File: src/line_code_pkg.sv
package line_code_pkg;

	////////////////////////////////////////////////////////////////////////////
	// 8b/10b line code types
	////////////////////////////////////////////////////////////////////////////

	typedef logic [7:0] byte_t;   // HGF EDCBA
	typedef logic [9:0] symbol_t; // bit 0 is a and goes out first, bit 9 is j
	typedef logic       rd_t;     // running disparity

	localparam rd_t RD_NEG = 1'b0;
	localparam rd_t RD_POS = 1'b1;

	////////////////////////////////////////////////////////////////////////////
	// the twelve legal control codes
	////////////////////////////////////////////////////////////////////////////

	localparam byte_t K28_0_BYTE = 8'h1C;
	localparam byte_t K28_1_BYTE = 8'h3C; // comma
	localparam byte_t K28_2_BYTE = 8'h5C;
	localparam byte_t K28_3_BYTE = 8'h7C;
	localparam byte_t K28_4_BYTE = 8'h9C;
	localparam byte_t K28_5_BYTE = 8'hBC; // comma, default idle
	localparam byte_t K28_6_BYTE = 8'hDC;
	localparam byte_t K28_7_BYTE = 8'hFC; // comma

	// x.7 forms, all sent with the 1000/0111 ending
	localparam byte_t K23_7_BYTE = 8'hF7;
	localparam byte_t K27_7_BYTE = 8'hFB;
	localparam byte_t K29_7_BYTE = 8'hFD;
	localparam byte_t K30_7_BYTE = 8'hFE;

endpackage
File: src/link_tx_pkg.sv
package link_tx_pkg;

	import line_code_pkg::*;

	////////////////////////////////////////////////////////////////////////////
	// transmit link types
	////////////////////////////////////////////////////////////////////////////

	// one item handed from intake to encoder
	typedef struct packed {
		logic  k;    // control code flag
		byte_t data;
	} tx_word_t;

	// bits per symbol on the wire
	localparam int unsigned SYM_BITS = $bits(symbol_t);

	typedef logic [3:0] bit_cnt_t; // position inside a symbol, 0 to 9

	typedef enum logic {
		SER_RESET, // no symbol loaded yet, line held low
		SER_RUN
	} ser_state_e;

endpackage

File: src/serial_tx_top.sv
`timescale 1ns/1ps

module serial_tx_top
	import line_code_pkg::*;
	import link_tx_pkg::*;
#(
	parameter byte_t IDLE_K = K28_5_BYTE
)
(
	input  logic  i_CLK,
	input  logic  i_rst,
	input  logic  i_wr,
	input  logic  i_k,
	input  byte_t i_data,
	output logic  o_full,
	output logic  o_overrun,
	output logic  o_k_err,
	output logic  o_serial,
	output logic  o_sym_start
);

	tx_word_t word;
	symbol_t  sym;
	logic     req;  // serializer wants the next word
	logic     load; // word is valid, encode it

	tx_byte_intake #(
		.IDLE_K (IDLE_K)
	) tx_byte_intake_i (
		.i_CLK     (i_CLK),
		.i_rst     (i_rst),
		.i_wr      (i_wr),
		.i_k       (i_k),
		.i_data    (i_data),
		.i_req     (req),
		.o_word    (word),
		.o_full    (o_full),
		.o_overrun (o_overrun),
		.o_k_err   (o_k_err)
	);

	enc_8b10b enc_8b10b_i (
		.i_CLK  (i_CLK),
		.i_rst  (i_rst),
		.i_word (word),
		.i_load (load),
		.o_sym  (sym)
	);

	symbol_serializer symbol_serializer_i (
		.i_CLK       (i_CLK),
		.i_rst       (i_rst),
		.i_sym       (sym),
		.o_req       (req),
		.o_load      (load),
		.o_serial    (o_serial),
		.o_sym_start (o_sym_start)
	);

endmodule

File: src/symbol_serializer.sv
`timescale 1ns/1ps

module symbol_serializer
	import line_code_pkg::*;
	import link_tx_pkg::*;
(
	input  logic    i_CLK,
	input  logic    i_rst,
	input  symbol_t i_sym,
	output logic    o_req,
	output logic    o_load,
	output logic    o_serial,
	output logic    o_sym_start
);

	localparam bit_cnt_t LAST_CNT = bit_cnt_t'(SYM_BITS - 1);
	localparam bit_cnt_t REQ_CNT  = LAST_CNT - 4'd2; // intake answers at 8
	localparam bit_cnt_t LOAD_CNT = LAST_CNT - 4'd1; // encoder answers at 9

	ser_state_e state;
	bit_cnt_t   bit_cnt;
	symbol_t    shift_q;

	////////////////////////////////////////////////////////////////////////////
	// bit counter and state
	////////////////////////////////////////////////////////////////////////////

	always_ff @(posedge i_CLK)
	begin
		if (i_rst)
		begin
			state   <= SER_RESET;
			bit_cnt <= '0;
		end
		else
		begin
			if (bit_cnt == LAST_CNT)
				bit_cnt <= '0;
			else
				bit_cnt <= bit_cnt + 4'd1;

			case (state)
				SER_RESET:
				begin
					if (bit_cnt == LAST_CNT)
						state <= SER_RUN; // first symbol goes into shift_q now
				end
				default:
					state <= SER_RUN;
			endcase
		end
	end

	// lsb first
	always_ff @(posedge i_CLK)
	begin
		if (bit_cnt == LAST_CNT)
			shift_q <= i_sym;
		else
			shift_q <= shift_q >> 1;
	end

	assign o_req       = (bit_cnt == REQ_CNT);
	assign o_load      = (bit_cnt == LOAD_CNT);
	assign o_serial    = (state == SER_RUN) && shift_q[0];
	assign o_sym_start = (state == SER_RUN) && (bit_cnt == '0);

endmodule

File: src/enc_8b10b.sv
`timescale 1ns/1ps

module enc_8b10b
	import line_code_pkg::*;
	import link_tx_pkg::*;
(
	input  logic     i_CLK,
	input  logic     i_rst,
	input  tx_word_t i_word,
	input  logic     i_load,
	output symbol_t  o_sym
);

	logic [4:0] x;         // EDCBA
	logic [2:0] y;         // HGF
	logic       k28;
	logic [5:0] code6_neg; // abcdei, a in the msb
	logic [5:0] code6;
	logic       unbal6;
	logic [3:0] code4_neg; // fghj, f in the msb
	logic [3:0] code4;
	logic       unbal4;
	logic       use_a7;
	rd_t        rd;
	rd_t        rd6;       // disparity between the sub-blocks
	rd_t        rd_next;

	assign x   = i_word.data[4:0];
	assign y   = i_word.data[7:5];
	assign k28 = i_word.k && (x == K28_0_BYTE[4:0]);

	////////////////////////////////////////////////////////////////////////////
	// 5b/6b sub-block
	////////////////////////////////////////////////////////////////////////////

	always_comb
	begin
		case (x) // RD- column
			5'd0:  code6_neg = 6'b100111;
			5'd1:  code6_neg = 6'b011101;
			5'd2:  code6_neg = 6'b101101;
			5'd3:  code6_neg = 6'b110001;
			5'd4:  code6_neg = 6'b110101;
			5'd5:  code6_neg = 6'b101001;
			5'd6:  code6_neg = 6'b011001;
			5'd7:  code6_neg = 6'b111000; // balanced but still alternates
			5'd8:  code6_neg = 6'b111001;
			5'd9:  code6_neg = 6'b100101;
			5'd10: code6_neg = 6'b010101;
			5'd11: code6_neg = 6'b110100;
			5'd12: code6_neg = 6'b001101;
			5'd13: code6_neg = 6'b101100;
			5'd14: code6_neg = 6'b011100;
			5'd15: code6_neg = 6'b010111;
			5'd16: code6_neg = 6'b011011;
			5'd17: code6_neg = 6'b100011;
			5'd18: code6_neg = 6'b010011;
			5'd19: code6_neg = 6'b110010;
			5'd20: code6_neg = 6'b001011;
			5'd21: code6_neg = 6'b101010;
			5'd22: code6_neg = 6'b011010;
			5'd23: code6_neg = 6'b111010;
			5'd24: code6_neg = 6'b110011;
			5'd25: code6_neg = 6'b100110;
			5'd26: code6_neg = 6'b010110;
			5'd27: code6_neg = 6'b110110;
			5'd28: code6_neg = 6'b001110;
			5'd29: code6_neg = 6'b101110;
			5'd30: code6_neg = 6'b011110;
			default: code6_neg = 6'b101011;
		endcase
		if (k28)
			code6_neg = 6'b001111; // K28 has its own 6b form

		unbal6 = ($countones(code6_neg) != 3);
		code6  = code6_neg;
		if (rd == RD_POS && (unbal6 || x == 5'd7))
			code6 = ~code6_neg;
		rd6 = rd ^ unbal6;
	end

	////////////////////////////////////////////////////////////////////////////
	// 3b/4b sub-block
	////////////////////////////////////////////////////////////////////////////

	always_comb
	begin
		// A7 avoids a run of five across the 6b/4b boundary
		use_a7 = (y == 3'd7) &&
			(i_word.k ||
			(rd6 == RD_NEG && x inside {5'd17, 5'd18, 5'd20}) ||
			(rd6 == RD_POS && x inside {5'd11, 5'd13, 5'd14}));

		case (y)
			3'd0:    code4_neg = 4'b1011;
			3'd1:    code4_neg = 4'b1001;
			3'd2:    code4_neg = 4'b0101;
			3'd3:    code4_neg = 4'b1100;
			3'd4:    code4_neg = 4'b1101;
			3'd5:    code4_neg = 4'b1010;
			3'd6:    code4_neg = 4'b0110;
			default: code4_neg = 4'b1110; // primary x.7
		endcase
		if (use_a7)
			code4_neg = 4'b0111;

		unbal4 = ($countones(code4_neg) != 2);
		code4  = code4_neg;
		if (rd6 == RD_POS && (unbal4 || y == 3'd3))
			code4 = ~code4_neg;

		// control codes invert the balanced forms after a negative 6b block
		if (i_word.k && rd6 == RD_NEG && y inside {3'd1, 3'd2, 3'd5, 3'd6})
			code4 = ~code4_neg;

		rd_next = rd6 ^ unbal4;
	end

	always_ff @(posedge i_CLK)
	begin
		if (i_rst)
			rd <= RD_NEG;
		else if (i_load)
			rd <= rd_next;
	end

	always_ff @(posedge i_CLK)
	begin
		if (i_load)
			o_sym <= {<<{code6, code4}}; // a lands in bit 0
	end

endmodule

File: src/tx_byte_intake.sv
`timescale 1ns/1ps

module tx_byte_intake
	import line_code_pkg::*;
	import link_tx_pkg::*;
#(
	parameter byte_t IDLE_K = K28_5_BYTE
)
(
	input  logic     i_CLK,
	input  logic     i_rst,
	input  logic     i_wr,
	input  logic     i_k,
	input  byte_t    i_data,
	input  logic     i_req,
	output tx_word_t o_word,
	output logic     o_full,
	output logic     o_overrun,
	output logic     o_k_err
);

	tx_word_t held;
	tx_word_t wr_word;
	logic     take;  // write goes into the holding register
	logic     bad_k;

	function automatic logic legal_k(input byte_t b);
		case (b)
			K28_0_BYTE, K28_1_BYTE, K28_2_BYTE, K28_3_BYTE,
			K28_4_BYTE, K28_5_BYTE, K28_6_BYTE, K28_7_BYTE,
			K23_7_BYTE, K27_7_BYTE, K29_7_BYTE, K30_7_BYTE:
				legal_k = 1'b1;
			default:
				legal_k = 1'b0;
		endcase
	endfunction

	always_comb
	begin
		bad_k = i_wr && i_k && !legal_k(i_data);
		take  = i_wr && (!o_full || i_req); // slot frees up this cycle

		wr_word = '{k: i_k, data: i_data};
		if (bad_k)
			wr_word = '{k: 1'b1, data: IDLE_K}; // illegal K becomes idle
	end

	always_ff @(posedge i_CLK)
	begin
		if (i_rst)
		begin
			o_full    <= 1'b0;
			o_overrun <= 1'b0;
			o_k_err   <= 1'b0;
		end
		else
		begin
			o_overrun <= i_wr && !take;
			o_k_err   <= bad_k;
			if (take)
				o_full <= 1'b1;
			else if (i_req)
				o_full <= 1'b0;
		end
	end

	// held byte goes out on request, otherwise the idle comma
	always_ff @(posedge i_CLK)
	begin
		if (take)
			held <= wr_word;
		if (i_req)
			o_word <= o_full ? held : '{k: 1'b1, data: IDLE_K};
	end

endmodule

File: config.mk
export PLATFORM = sky130hd
export DESIGN_NAME = serial_tx_top
export DESIGN_NICKNAME = d
export VERILOG_FILES = /design/src/line_code_pkg.sv /design/src/link_tx_pkg.sv /design/src/serial_tx_top.sv /design/src/symbol_serializer.sv /design/src/enc_8b10b.sv /design/src/tx_byte_intake.sv
export SDC_FILE = /design/constraint.sdc
export NUM_CORES = 1
export LEC_CHECK = 0
export ABC_CLOCK_PERIOD_IN_PS = 5580
export BUFFER_PORTS_ARGS = -buffer_cell sky130_fd_sc_hd__buf_2
export CAP_MARGIN = 40
export CORE_UTILIZATION = 50
export DETAILED_ROUTE_END_ITERATION = 8
export PLACE_DENSITY = 0.7
export SLEW_MARGIN = 15
export SYNTH_ARGS = -nofsm -noshare
export SYNTH_HDL_FRONTEND = slang
export SYNTH_HIERARCHICAL = 1
export SYNTH_SLANG_ARGS = --single-unit
File: constraint.sdc
create_clock -name i_CLK -period 5.58 [get_ports i_CLK]
set_input_delay 0.837 -clock i_CLK [delete_from_list [all_inputs] [get_ports i_CLK]]
set_output_delay 0.837 -clock i_CLK [all_outputs]
set_load 0.02 [all_outputs]
==> impl_metrics.csv, run 1 <==
group,metric,value,unit
global_routing,antenna_found_initial,0,
floorplan,die_area,5860,µm²
pwr,p_leak,1.35,nW
clock_tree,insertion_delay,0.29,ns
synthesis,synth-edff-count,28,
worst_hold_path,hold_path_depth,1,
synthesis,synth_xor_area_share,5.00,%
clock_tree,cts_tree,"done",
worst_hold_path,worstHoldPathType,"reg2reg",
synthesis,yosys_warnings,6,
timing,final_max_slew_viol_count,0,
floorplan,die_h,76.5,µm
global_routing,grt_pass1_vias,1768,
global_routing,track_usage,16.5,%
floorplan,die_x,76.5,µm
cells_and_area,fin_nets,314,
setup_path,r2r_cells,24,
timing,timing.slew.headroom,75.1,%
cells_and_area,final_cells,355,
clock_tree,ctsRootBufferMaster,"clkbuf_8",
clock_tree,cts_inserted_buffers,5,
global_routing,grt_pass1_wl,7.69,mm
synthesis,netlist_instances,238,
timing,fmax,0.177,GHz
synthesis,yosys.area_share.simple,15.4,%
cells_and_area,area.growth.synth_to_final,19.4,%
route,drt_iter0_drc,42,
cells_and_area,num_antenna_cells,0,
synthesis,synth_top_family_by_area,"compound AO/OA/AOI/OAI gates",
pwr,p_per_area,188,nW/µm²
synthesis,synth_adder_area_share,9.19,%
timing,fin_crit,5.66,ns
floorplan,core_area,5240,µm²
placed_design,place_inst,340,
setup_path,end_kind,"flip-flop",
clock_tree,clkTransAtPathRegs,0.08,ns
clock_tree,cts_sinks,47,
placed_design,dp_hpwl,3.41,mm
synthesis,muxShareOfSynthArea,4.73,%
synthesis,async_flop_share,0,%
synthesis,syn_nets,268,
route,drtAntennaViolNets,0,
floorplan,pin_count,17,
placed_design,pre_cts_slack,-0.144,ns
synthesis,syn_area,2780,µm²
timing,tightest_slew,0.374,ns
clock_tree,cts_buffer_depth,2,
timing,finalHoldViolations,0,
cells_and_area,drive_gt1_share,36.8,%
timing,setup_ws,-0.0848,ns
route,wl_per_cell,12.6,µm
timing,setup_violations,5,
global_routing,gr-total-overflow,0,
run_status,violations,"setup timing",
synthesis,synth.distinct_cells,63,
synthesis,synth-main-ff-cell,"edfxtp_1",
setup_path,required,5.62,ns
synthesis,ys_ff_latch,47,
pwr,peakVddDrop,0.117,mV
synthesis,synth-compound-area-share,16.6,%
timing,rsz0062_at_grt,"true",
run_status,status,"complete, but fails checks",
floorplan,start_util,53.0,%
pwr,power,622,µW
flow_run,maxCapViolations,0,
route,viasPerCell,5.18,
route,dr.pass1.iters,4,
setup_path,cp_max_fo,4,
setup_path,worstSetupPathType,"reg2reg",
route,drc_errors,0,
route,wl,4.48,mm
clock_tree,htreeDepth,2,
synthesis,synth-seq-area-share,44.0,%
clock_tree,holdBufCountCts,0,
timing,clock_skew,0.00568,ns
global_routing,grt_start_max_net_pins,15,
timing,period_share,102,%
route,vias,1839,
synthesis,avgSynthCellArea,11.7,µm²
setup_path,critPathLaunchType,"flip-flop",
floorplan,num_rows,26,
setup_path,arrival,5.70,ns
placed_design,place.gp.congestion,0.871,
placed_design,portBuffers,16,
placed cells by master, fill, tap and decap left out, types with 6 or more instances in the layout:
cell / n
buf_4: 31
edfxtp_1: 28
dfxtp_1: 19
buf_2: 16
inv_1: 13
nor2_1: 12
nand2_1: 11
xor2_1: 10
nand2b_1: 9
ha_1: 8
mux2_4: 8
a21oi_1: 6
o211ai_1: 6
path summary, 6_finish.rpt:
kind / start / to / slack [ns]
max: tx_byte_intake_i/o_word[0]$_SDFFCE_PN0P_ / enc_8b10b_i/o_sym[6]$_DFFE_PP_ / -0.08
min: symbol_serializer_i/shift_q[8]$_DFF_P_ / symbol_serializer_i/shift_q[7]$_DFF_P_ / 0.46
max reg2reg: tx_byte_intake_i/o_word[0]$_SDFFCE_PN0P_ / enc_8b10b_i/o_sym[6]$_DFFE_PP_ / -0.08
min reg2reg: symbol_serializer_i/shift_q[8]$_DFF_P_ / symbol_serializer_i/shift_q[7]$_DFF_P_ / 0.46
logic make-up (layout without fill, tap and decap cells):
kind of cell    Yosys count  in the layout
buf+inv                  26             73
xor+xnor                 15             15
mux                       9              9
flops                    47             47
fa+ha+maj                18             18
simple gates             70             70
compound gates           53             53
stage by stage:
| step | cell area, µm² | hold slack (ns) | utilization (%) | setup TNS, ns |
|---|---|---|---|---|
| final | 3320 | 0.461 | 63.3 | -0.318 |
| after global routing | 3320 | 0.478 | 63.3 | -1.55 |
| after CTS | 3240 | 0.464 | 61.8 | -0.371 |
| after detailed placement | 3100 | 0.446 | 59.1 | -0.593 |
| after global placement | 3100 | 0.439 | 59.1 | 0 |
| after floorplan | 2820 | 0.428 | - | 0 |
routing by layer:
layer / part of all wire [%] / vias up / GRT usage [%] / wire (µm)
li1: - / 951 / - / -
met1: 45 / 850 / 19.7 / 2010
met2: 50 / 30 / 28.8 / 2240
met3: 3.2 / 8 / 3.95 / 143
met4: 1.8 / 0 / 5.96 / 80
met5: 0 / - / 0 / 0
power breakdown:
group	total [mW]	leakage [nW]	switching (mW)	internal, mW
logic	0.0500	0.890	0.0261	0.0239
clock network	0.192	0.0455	0.104	0.0878
registers	0.380	0.411	0.00522	0.375
area by class of cell:
class,count,area [µm²]
timing repair buffer,48,333
fill,403,1920
sequential,47,1220
inverter,17,63.8
clock inverter,2,11.3
clock buffer,6,72.6
multi-input combinational,165,1530
tap,70,87.6
cells in the mapped netlist, types with 3 or more instances:
cell type  number  area, µm²
a21oi_2         3       26.3
nand3_1         4       20.0
o211ai_1        6       45.0
nand4b_1        3       26.3
o21ai_0         3       15.0
a21oi_1         6       30.0
nand2b_1       10       62.6
buf_4           3       22.5
dfxtp_1        19        380
buf_6           3       33.8
nand2_1        11       41.3
and2_1          5       31.3
edfxtp_1       28        841
inv_1          16       60.1
ha_1           14        175
mux2_4          8        120
xor2_1         10       87.6
fa_1            4       80.1
nor2_1         12       45.0
and3_1          4       25.0
a211oi_1        3       22.5
xnor2_1         4       35.0
nor2b_1         3       18.8
state kept, by name, summed over array words and instances, names as in the netlist:
register and count:
tx_byte_intake_i/held 9, tx_byte_intake_i/o_word 9, tx_byte_intake_i/o_overrun 1, enc_8b10b_i/o_sym 10
symbol_serializer_i/state 1, symbol_serializer_i/shift_q 10, tx_byte_intake_i/o_k_err 1, tx_byte_intake_i/o_full 1
symbol_serializer_i/bit_cnt 4, enc_8b10b_i/rd 1
critical path: stages (launching register included):
cell and delay, ns:
edfxtp_1 0.42, inv_2 0.14, ha_4 0.22, nor2b_1 0.12
o21ai_1 0.11, a21oi_1 0.09, a221oi_2 0.29, fa_1 0.45
inv_1 0.08, fa_1 0.41, ha_2 0.20, inv_2 0.05
fa_1 0.40, nand3b_4 0.20, xor2_4 0.17, nor3b_4 0.17
o32a_4 0.33, fa_1 0.50, ha_2 0.22, ha_4 0.25
nor3b_4 0.17, o31ai_1 0.09, nand2_1 0.11, o21ai_4 0.09
xor2_1 0.15
repair_timing:
action / CTS / global route
buffers inserted: 2 / 5
pin swaps: 1 / 8
setup endpoints to repair: 5 / 5
gates resized for setup: 8 / 4
Note: power is estimated with default switching activity, not from simulation.
==> run 2, diff against run 1 <==
Settings changed: ABC_AREA from default to 1.
==> run 2 against run 1 <==
- the run now ends clean
- sequential share of layout area increased by 1.2 points
- critical path type unchanged
- highest routed layer unchanged
- non-clock buffer count decreased by 10
- die area decreased by 2.2%
- register-to-register slack improved by 0.21 ns
- critical path depth increased by 6
- cell count increased by 20%
- combinational power decreased by 3%
- first-iteration DRC count increased by 76%
==> impl_metrics.csv, run 2 <==
group,metric,value,unit
synthesis,netlist_instances,315,
clock_tree,insertion_delay,0.29,ns
flow_run,maxCapViolations,0,
timing,tightest_slew,0.750,ns
synthesis,synth.distinct_cells,33,
clock_tree,cts_tree,"done",
route,drc_errors,0,
route,viasPerCell,4.81,
cells_and_area,fin_nets,384,
worst_hold_path,worstHoldPathType,"reg2reg",
pwr,peakVddDrop,0.115,mV
clock_tree,ctsRootBufferMaster,"clkbuf_8",
timing,fin_crit,5.46,ns
pwr,p_per_area,196,nW/µm²
cells_and_area,num_antenna_cells,0,
pwr,p_leak,1.53,nW
synthesis,syn_area,2720,µm²
worst_hold_path,whs_endpoint,"symbol_serializer_i/shift_q[7]$_DFF_P_",
cells_and_area,fillers,459,
setup_path,arrival,5.50,ns
pwr,comb_power_share,7.7,%
placed_design,place_area,2880,µm²
global_routing,antenna_found_initial,0,
clock_tree,htreeDepth,2,
setup_path,end_kind,"flip-flop",
setup_path,worstSetupPathType,"reg2reg",
synthesis,synth.most_common_cell,"nand2_1",
setup_path,r2r-start,"tx_byte_intake_i/o_word[1]$_SDFFCE_PN0P_",
synthesis,avgSynthCellArea,8.62,µm²
route,dr.pass1.iters,4,
synthesis,syn_nets,345,
floorplan,num_rows,26,
timing,final_max_slew_viol_count,0,
floorplan,pin_count,17,
synthesis,yosysTopAreaCell,"edfxtp_1",
setup_path,r2r_end,"enc_8b10b_i/o_sym[7]$_DFFE_PP_",
placed_design,dp_hpwl,3.70,mm
timing,clock_skew,0.0101,ns
worst_hold_path,hold_path_depth,2,
pwr,clockPowerShare,31.8,%
run_status,status,"finished clean",
synthesis,synth-edff-count,28,
setup_path,critPathLaunchType,"flip-flop",
pwr,swShare,23.1,%
synthesis,synth_commonest_cells,"nand2_1 (70), inv_1 (63), edfxtp_1 (28)",
global_routing,gr-total-overflow,0,
global_routing,grt_pass1_wl,7.77,mm
setup_path,r2r_cells,30,
synthesis,synthTopCellsByArea,"edfxtp_1 (31%), dfxtp_1 (14%), nand2_1 (9.7%)",
route,vias,2043,
synthesis,synth-seq-area-share,45.0,%
route,wl_per_cell,12.0,µm
setup_path,r2r_setup_slack,0.12,ns
timing,setup_violations,0,
synthesis,yosys_warnings,6,
setup_path,cpPeakStageDelay,0.54,ns
cells_and_area,finalInstanceArea,3210,µm²
floorplan,core_area,5170,µm²
timing,fmax,0.183,GHz
pwr,p_int,483,µW
floorplan,die_area,5730,µm²
synthesis,async_flop_share,0,%
synthesis,synth_largest_type_area_fraction,31.0,%
floorplan,die_h,75.7,µm
cells_and_area,final_cell_mix,"nand2_1 (60), inv_1 (54), edfxtp_1 (28), nor2_1 (23), buf_4 (20)",
floorplan,die_x,75.7,µm
timing,finalHoldViolations,0,
cells_and_area,reg_top3,"enc_8b10b_i/o_sym: 10 flops, symbol_serializer_i/shift_q: 10 flops",
global_routing,grt_start_max_net_pins,22,
cells_and_area,area.growth.synth_to_final,18.2,%
pwr,switchingPower,145,µW
route,drt_iter0_drc,74,
timing,period_share,97.8,%
synthesis,synth-main-ff-cell,"edfxtp_1",
floorplan,start_util,52.5,%
route,drtAntennaViolNets,0,
setup_path,crit_path_start,"tx_byte_intake_i/o_word[1]$_SDFFCE_PN0P_",
route,wl,5.10,mm
clock_tree,cts_buffer_depth,2,
setup_path,cp_max_fo,4,
cells_and_area,final_common_cell,"nand2_1",
cells_and_area,drive_gt1_share,30.7,%
global_routing,grt_pass1_vias,1896,
pwr,power_frac_seq,60.5,%
clock_tree,holdBufCountCts,0,
timing,tns,0,ns
clock_tree,cts_inserted_buffers,5,
placed_design,place.gp.congestion,0.908,
setup_path,crit_path_frequent_cell,"inv_2",
placed_design,portBuffers,16,
global_routing,track_usage,18.2,%
setup_path,slowest_stage,"fa_1",
clock_tree,cts_sinks,47,
clock_tree,clkTransAtPathRegs,0.09,ns
timing,timing.slew.headroom,49.8,%
timing,rsz0062_at_grt,"true",
worst_hold_path,worstHoldStart,"symbol_serializer_i/shift_q[8]$_DFF_P_",
synthesis,ys_ff_latch,47,
setup_path,required,5.62,ns
run 2: changes by cell type after synthesis, sizes merged, moves of 8 or more:
| cell | change |
|---|---|
| nor2 | +15 |
| nand2 | +64 |
| nand2b | -10 |
| mux2 | -9 |
| inv | +49 |
| nand3 | +14 |
| o21ai | +12 |
| xor2 | -8 |
run 2: worst max path at each step:
stage	end	slack [ns]	depth (start not counted)
2_1_floorplan	enc_8b10b_i/o_sym[9]$_DFFE_PP_	0.22	30
3_3_place_gp	enc_8b10b_i/o_sym[7]$_DFFE_PP_	0.05	29
3_5_place_dp	enc_8b10b_i/o_sym[7]$_DFFE_PP_	-0.11	29
4_1_cts	enc_8b10b_i/o_sym[7]$_DFFE_PP_	0.03	29
5_1_grt	enc_8b10b_i/o_sym[7]$_DFFE_PP_	-0.15	32
6_report	enc_8b10b_i/o_sym[7]$_DFFE_PP_	0.12	30
run 2: repair_timing:
item / in CTS / in global routing
pin swaps: 0 / 23
endpoints found under the setup margin: 4 / 5
gates resized for setup: 3 / 36
buffers inserted: 2 / 13
run 2: kinds of logic after synthesis:
kind of cell | Yosys count | synth area share [%]
buffers and inverters | 72 | 11.1
DFF | 47 | 45.0
adders and majority gates | 18 | 9.40
and+or+nand+nor | 142 | 24.2
AOI/OAI and AO/OA | 29 | 8.06
xor gates and xnor gates | 7 | 2.26
run 2: worst max-delay path, delay by kind of cell, from the launching register on:
| kind | cells | cell delay (ns) |
|---|---|---|
| buffers and inverters | 8 | 0.53 |
| adder cells (fa/ha/maj) | 8 | 2.78 |
| flip-flops | 1 | 0.45 |
| AO/OA/AOI/OAI | 2 | 0.32 |
| XOR/XNOR | 1 | 0.05 |
| AND/OR/NAND/NOR | 11 | 1.05 |
run 2: power groups by stage:
stage | Clock [mW] | Sequential [mW] | Combinational [mW]
2_1_floorplan | 0 | 0.387 | 0.0304
3_3_place_gp | 0 | 0.387 | 0.0415
3_5_place_dp | 0 | 0.388 | 0.0444
4_1_cts | 0.207 | 0.380 | 0.0448
5_1_grt | 0.218 | 0.381 | 0.0544
6_report | 0.200 | 0.380 | 0.0484
run 2: layout make-up:
cell class	count	area [µm²]	area share (%)
flip-flops and latches	47	1220	38.0
repair buffers	38	253	7.87
well taps	70	87.6	2.73
multi-input cells	196	1310	40.9
clock buffers	5	68.8	2.14
clock inverters	3	18.8	0.585
inverters	66	248	7.72
run 2: metal layers:
metal,global-route usage [%],wire length [µm]
met1,19.7,2090
met2,34.8,2790
met3,3.44,156
met4,7.20,62
met5,0,0
run 2: metrics by stage:
stage | power (mW) | setup slack [ns] | util [%] | hold slack, ns | instances
3_3_place_gp | 0.429 | 0.0495 | 55.7 | 0.420 | 402
4_1_cts | 0.632 | 0.0268 | 57.8 | 0.446 | 412
6_report | 0.628 | 0.124 | 62.1 | 0.441 | 425
5_1_grt | 0.653 | -0.152 | 62.1 | 0.474 | 425
2_1_floorplan | 0.418 | 0.215 | - | 0.410 | 315
3_5_place_dp | 0.432 | -0.107 | 55.7 | 0.423 | 402
==> run 3, diff against run 2 <==
Settings changed: CORE_ASPECT_RATIO from default to 1.25, CORE_UTILIZATION 50 to 40, PLACE_DENSITY 0.7 to default.
==> run 3 against run 2 <==
- sequential share of layout area increased by 0.68 points
- non-clock buffer count decreased by 6
- total power decreased by 0.32%
- critical path depth increased by 3
- core utilization decreased by 14 points
- die area increased by 24%
- first-iteration DRC count decreased by 12%
- sequential cell count unchanged
- cell count increased by 2.6%
- clock power about the same
- via count decreased by 3.8%
- global-route usage decreased by 3.8 points
- highest routed layer unchanged
==> impl_metrics.csv, run 3 (synthesized netlist as in run 2, its figures left out) <==
group,metric,value,unit
timing,fmax,0.186,GHz
route,dr.pass1.iters,4,
setup_path,r2r_cells,33,
worst_hold_path,worstHoldStart,"symbol_serializer_i/shift_q[8]$_DFF_P_",
route,drc_errors,0,
setup_path,required,5.64,ns
global_routing,antenna_found_initial,0,
clock_tree,holdBufCountCts,0,
setup_path,cpPeakStageDelay,0.51,ns
global_routing,grt_pass1_vias,1861,
setup_path,critPathLaunchType,"flip-flop",
setup_path,worstSetupPathType,"reg2reg",
cells_and_area,fillers,624,
floorplan,start_util,41.4,%
pwr,clockPowerShare,32.1,%
timing,fin_crit,5.38,ns
setup_path,arrival,5.44,ns
clock_tree,ctsRootBufferMaster,"clkbuf_8",
route,viasPerCell,4.51,
route,drt_iter0_drc,65,
pwr,p_leak,1.50,nW
placed_design,dp_hpwl,3.61,mm
setup_path,r2r-start,"tx_byte_intake_i/o_word[0]$_SDFFCE_PN0P_",
route,wl_per_cell,10.4,µm
global_routing,grt_pass1_wl,7.75,mm
global_routing,grt_start_max_net_pins,22,
timing,clock_skew,0.00817,ns
floorplan,pin_count,17,
floorplan,num_rows,33,
pwr,comb_power_share,7.2,%
setup_path,cp_max_fo,5,
route,vias,1965,
timing,timing.slew.headroom,49.9,%
pwr,p_int,482,µW
cells_and_area,final_cell_mix,"nand2_1 (65), inv_1 (58), edfxtp_1 (28), nor2_1 (24), dfxtp_1 (19)",
clock_tree,cts_inserted_buffers,5,
placed_design,place_inst,422,
setup_path,r2r_setup_slack,0.20,ns
setup_path,end_kind,"flip-flop",
cells_and_area,final_cells,436,
cells_and_area,drive_gt1_share,26.9,%
placed_design,place.gp.congestion,0.878,
cells_and_area,area.growth.synth_to_final,16.1,%
global_routing,track_usage,14.5,%
global_routing,gr-total-overflow,0,
timing,hold_slack,0.435,ns
timing,setup_violations,0,
setup_path,crit_path_frequent_cell,"nand2_1",
floorplan,die_h,94.1,µm
timing,final_max_slew_viol_count,0,
pwr,power_frac_seq,60.6,%
setup_path,slowest_stage,"fa_1",
floorplan,core_area,6570,µm²
pwr,swShare,23.0,%
setup_path,r2r_end,"enc_8b10b_i/o_sym[6]$_DFFE_PP_",
timing,tns,0,ns
pwr,p_per_area,198,nW/µm²
worst_hold_path,whs_endpoint,"symbol_serializer_i/shift_q[7]$_DFF_P_",
timing,tightest_slew,0.749,ns
route,drtAntennaViolNets,0,
clock_tree,clkTransAtPathRegs,0.08,ns
timing,finalHoldViolations,0,
cells_and_area,reg_top3,"enc_8b10b_i/o_sym: 10 flops, symbol_serializer_i/shift_q: 10 flops",
clock_tree,insertion_delay,0.30,ns
flow_run,maxCapViolations,0,
clock_tree,cts_buffer_depth,2,
clock_tree,htreeDepth,2,
clock_tree,cts_sinks,47,
run_status,status,"finished clean",
worst_hold_path,hold_path_depth,2,
floorplan,die_area,7130,µm²
placed_design,portBuffers,16,
clock_tree,cts_tree,"done",
route,wl,4.54,mm
cells_and_area,num_antenna_cells,0,
cells_and_area,fin_nets,378,
floorplan,die_x,75.7,µm
worst_hold_path,worstHoldPathType,"reg2reg",
cells_and_area,final_common_cell,"nand2_1",
pwr,peakVddDrop,0.151,mV
timing,period_share,96.4,%
pwr,switchingPower,144,µW
==> run 3: changes by cell type in the layout (fill, tap and decap cells not counted), moves of 2 or more <==
| cell | previous run | this run |
|---|---|---|
| buf_4 | 20 | 15 |
| inv_1 | 54 | 58 |
| inv_2 | 12 | 7 |
| nand2_1 | 60 | 65 |
| nand2_2 | 14 | 12 |
| nand2_4 | 3 | 0 |
==> run 3: how the worst max path moves through the flow <==
stage                                              from                        endpoint  slack (ns)  cells after the start
3_5_place_dp   tx_byte_intake_i/o_word[0]$_SDFFCE_PN0P_  enc_8b10b_i/o_sym[8]$_DFFE_PP_       -0.03                     29
5_1_grt        tx_byte_intake_i/o_word[0]$_SDFFCE_PN0P_  enc_8b10b_i/o_sym[9]$_DFFE_PP_       -0.06                     33
6_report       tx_byte_intake_i/o_word[0]$_SDFFCE_PN0P_  enc_8b10b_i/o_sym[6]$_DFFE_PP_        0.20                     33
2_1_floorplan  tx_byte_intake_i/o_word[0]$_SDFFCE_PN0P_  enc_8b10b_i/o_sym[9]$_DFFE_PP_        0.22                     30
4_1_cts        tx_byte_intake_i/o_word[0]$_SDFFCE_PN0P_  enc_8b10b_i/o_sym[8]$_DFFE_PP_        0.04                     29
3_3_place_gp   tx_byte_intake_i/o_word[1]$_SDFFCE_PN0P_  enc_8b10b_i/o_sym[7]$_DFFE_PP_        0.07                     29
==> run 3: timing repair <==
| item | CTS | global route |
|---|---|---|
| buffers inserted | 0 | 6 |
| resized for setup | 3 | 24 |
| gates cloned | 0 | 0 |
| endpoints found under the hold margin | 0 | 0 |
| pin swaps | 0 | 17 |
| setup endpoints to repair | 4 | 5 |
==> run 3: through the flow <==
| stage | power, mW | utilization (%) | instance area, µm² | setup slack (ns) |
|---|---|---|---|---|
| floorplan | 0.418 | - | 2720 | 0.215 |
| global placement | 0.430 | 44.6 | 2930 | 0.0702 |
| detailed placement | 0.431 | 44.6 | 2930 | -0.0281 |
| CTS | 0.632 | 46.0 | 3020 | 0.0436 |
| global route | 0.656 | 48.0 | 3150 | -0.0600 |
| finish | 0.626 | 48.0 | 3150 | 0.201 |
==> run 3: worst max-delay path: cells and delay by family (launching register included) <==
kind / cells / cell delay, ns
simple gates: 16 / 1.28
fa+ha+maj: 8 / 2.72
buf+inv: 8 / 0.60
compound gates: 1 / 0.08
flops: 1 / 0.46
==> run 3: power by group through the flow <==
stage / sequential, mW / combinational [mW] / clock (mW)
2_1_floorplan: 0.387 / 0.0304 / 0
3_3_place_gp: 0.387 / 0.0424 / 0
3_5_place_dp: 0.388 / 0.0434 / 0
4_1_cts: 0.380 / 0.0438 / 0.209
5_1_grt: 0.381 / 0.0523 / 0.223
6_report: 0.379 / 0.0453 / 0.201
==> run 3: layout make-up <==
cell class	count	area, µm²	area share, %
Clock buffer	5	68.8	2.18
Timing Repair Buffer	32	204	6.47
Tap cell	87	109	3.45
Multi-Input combinational cell	196	1280	40.7
Sequential cell	47	1220	38.7
Clock inverter	3	18.8	0.595
Inverter	66	250	7.93
==> run 3: metal layers <==
| layer | GRT usage [%] | vias up | routed length, µm |
|---|---|---|---|
| met1 | 15.4 | 877 | 1880 |
| li1 | - | 1056 | - |
| met4 | 4.01 | 0 | 55 |
| met3 | 3.54 | 6 | 113 |
| met2 | 27.2 | 26 | 2490 |
| met5 | 0 | - | 0 |
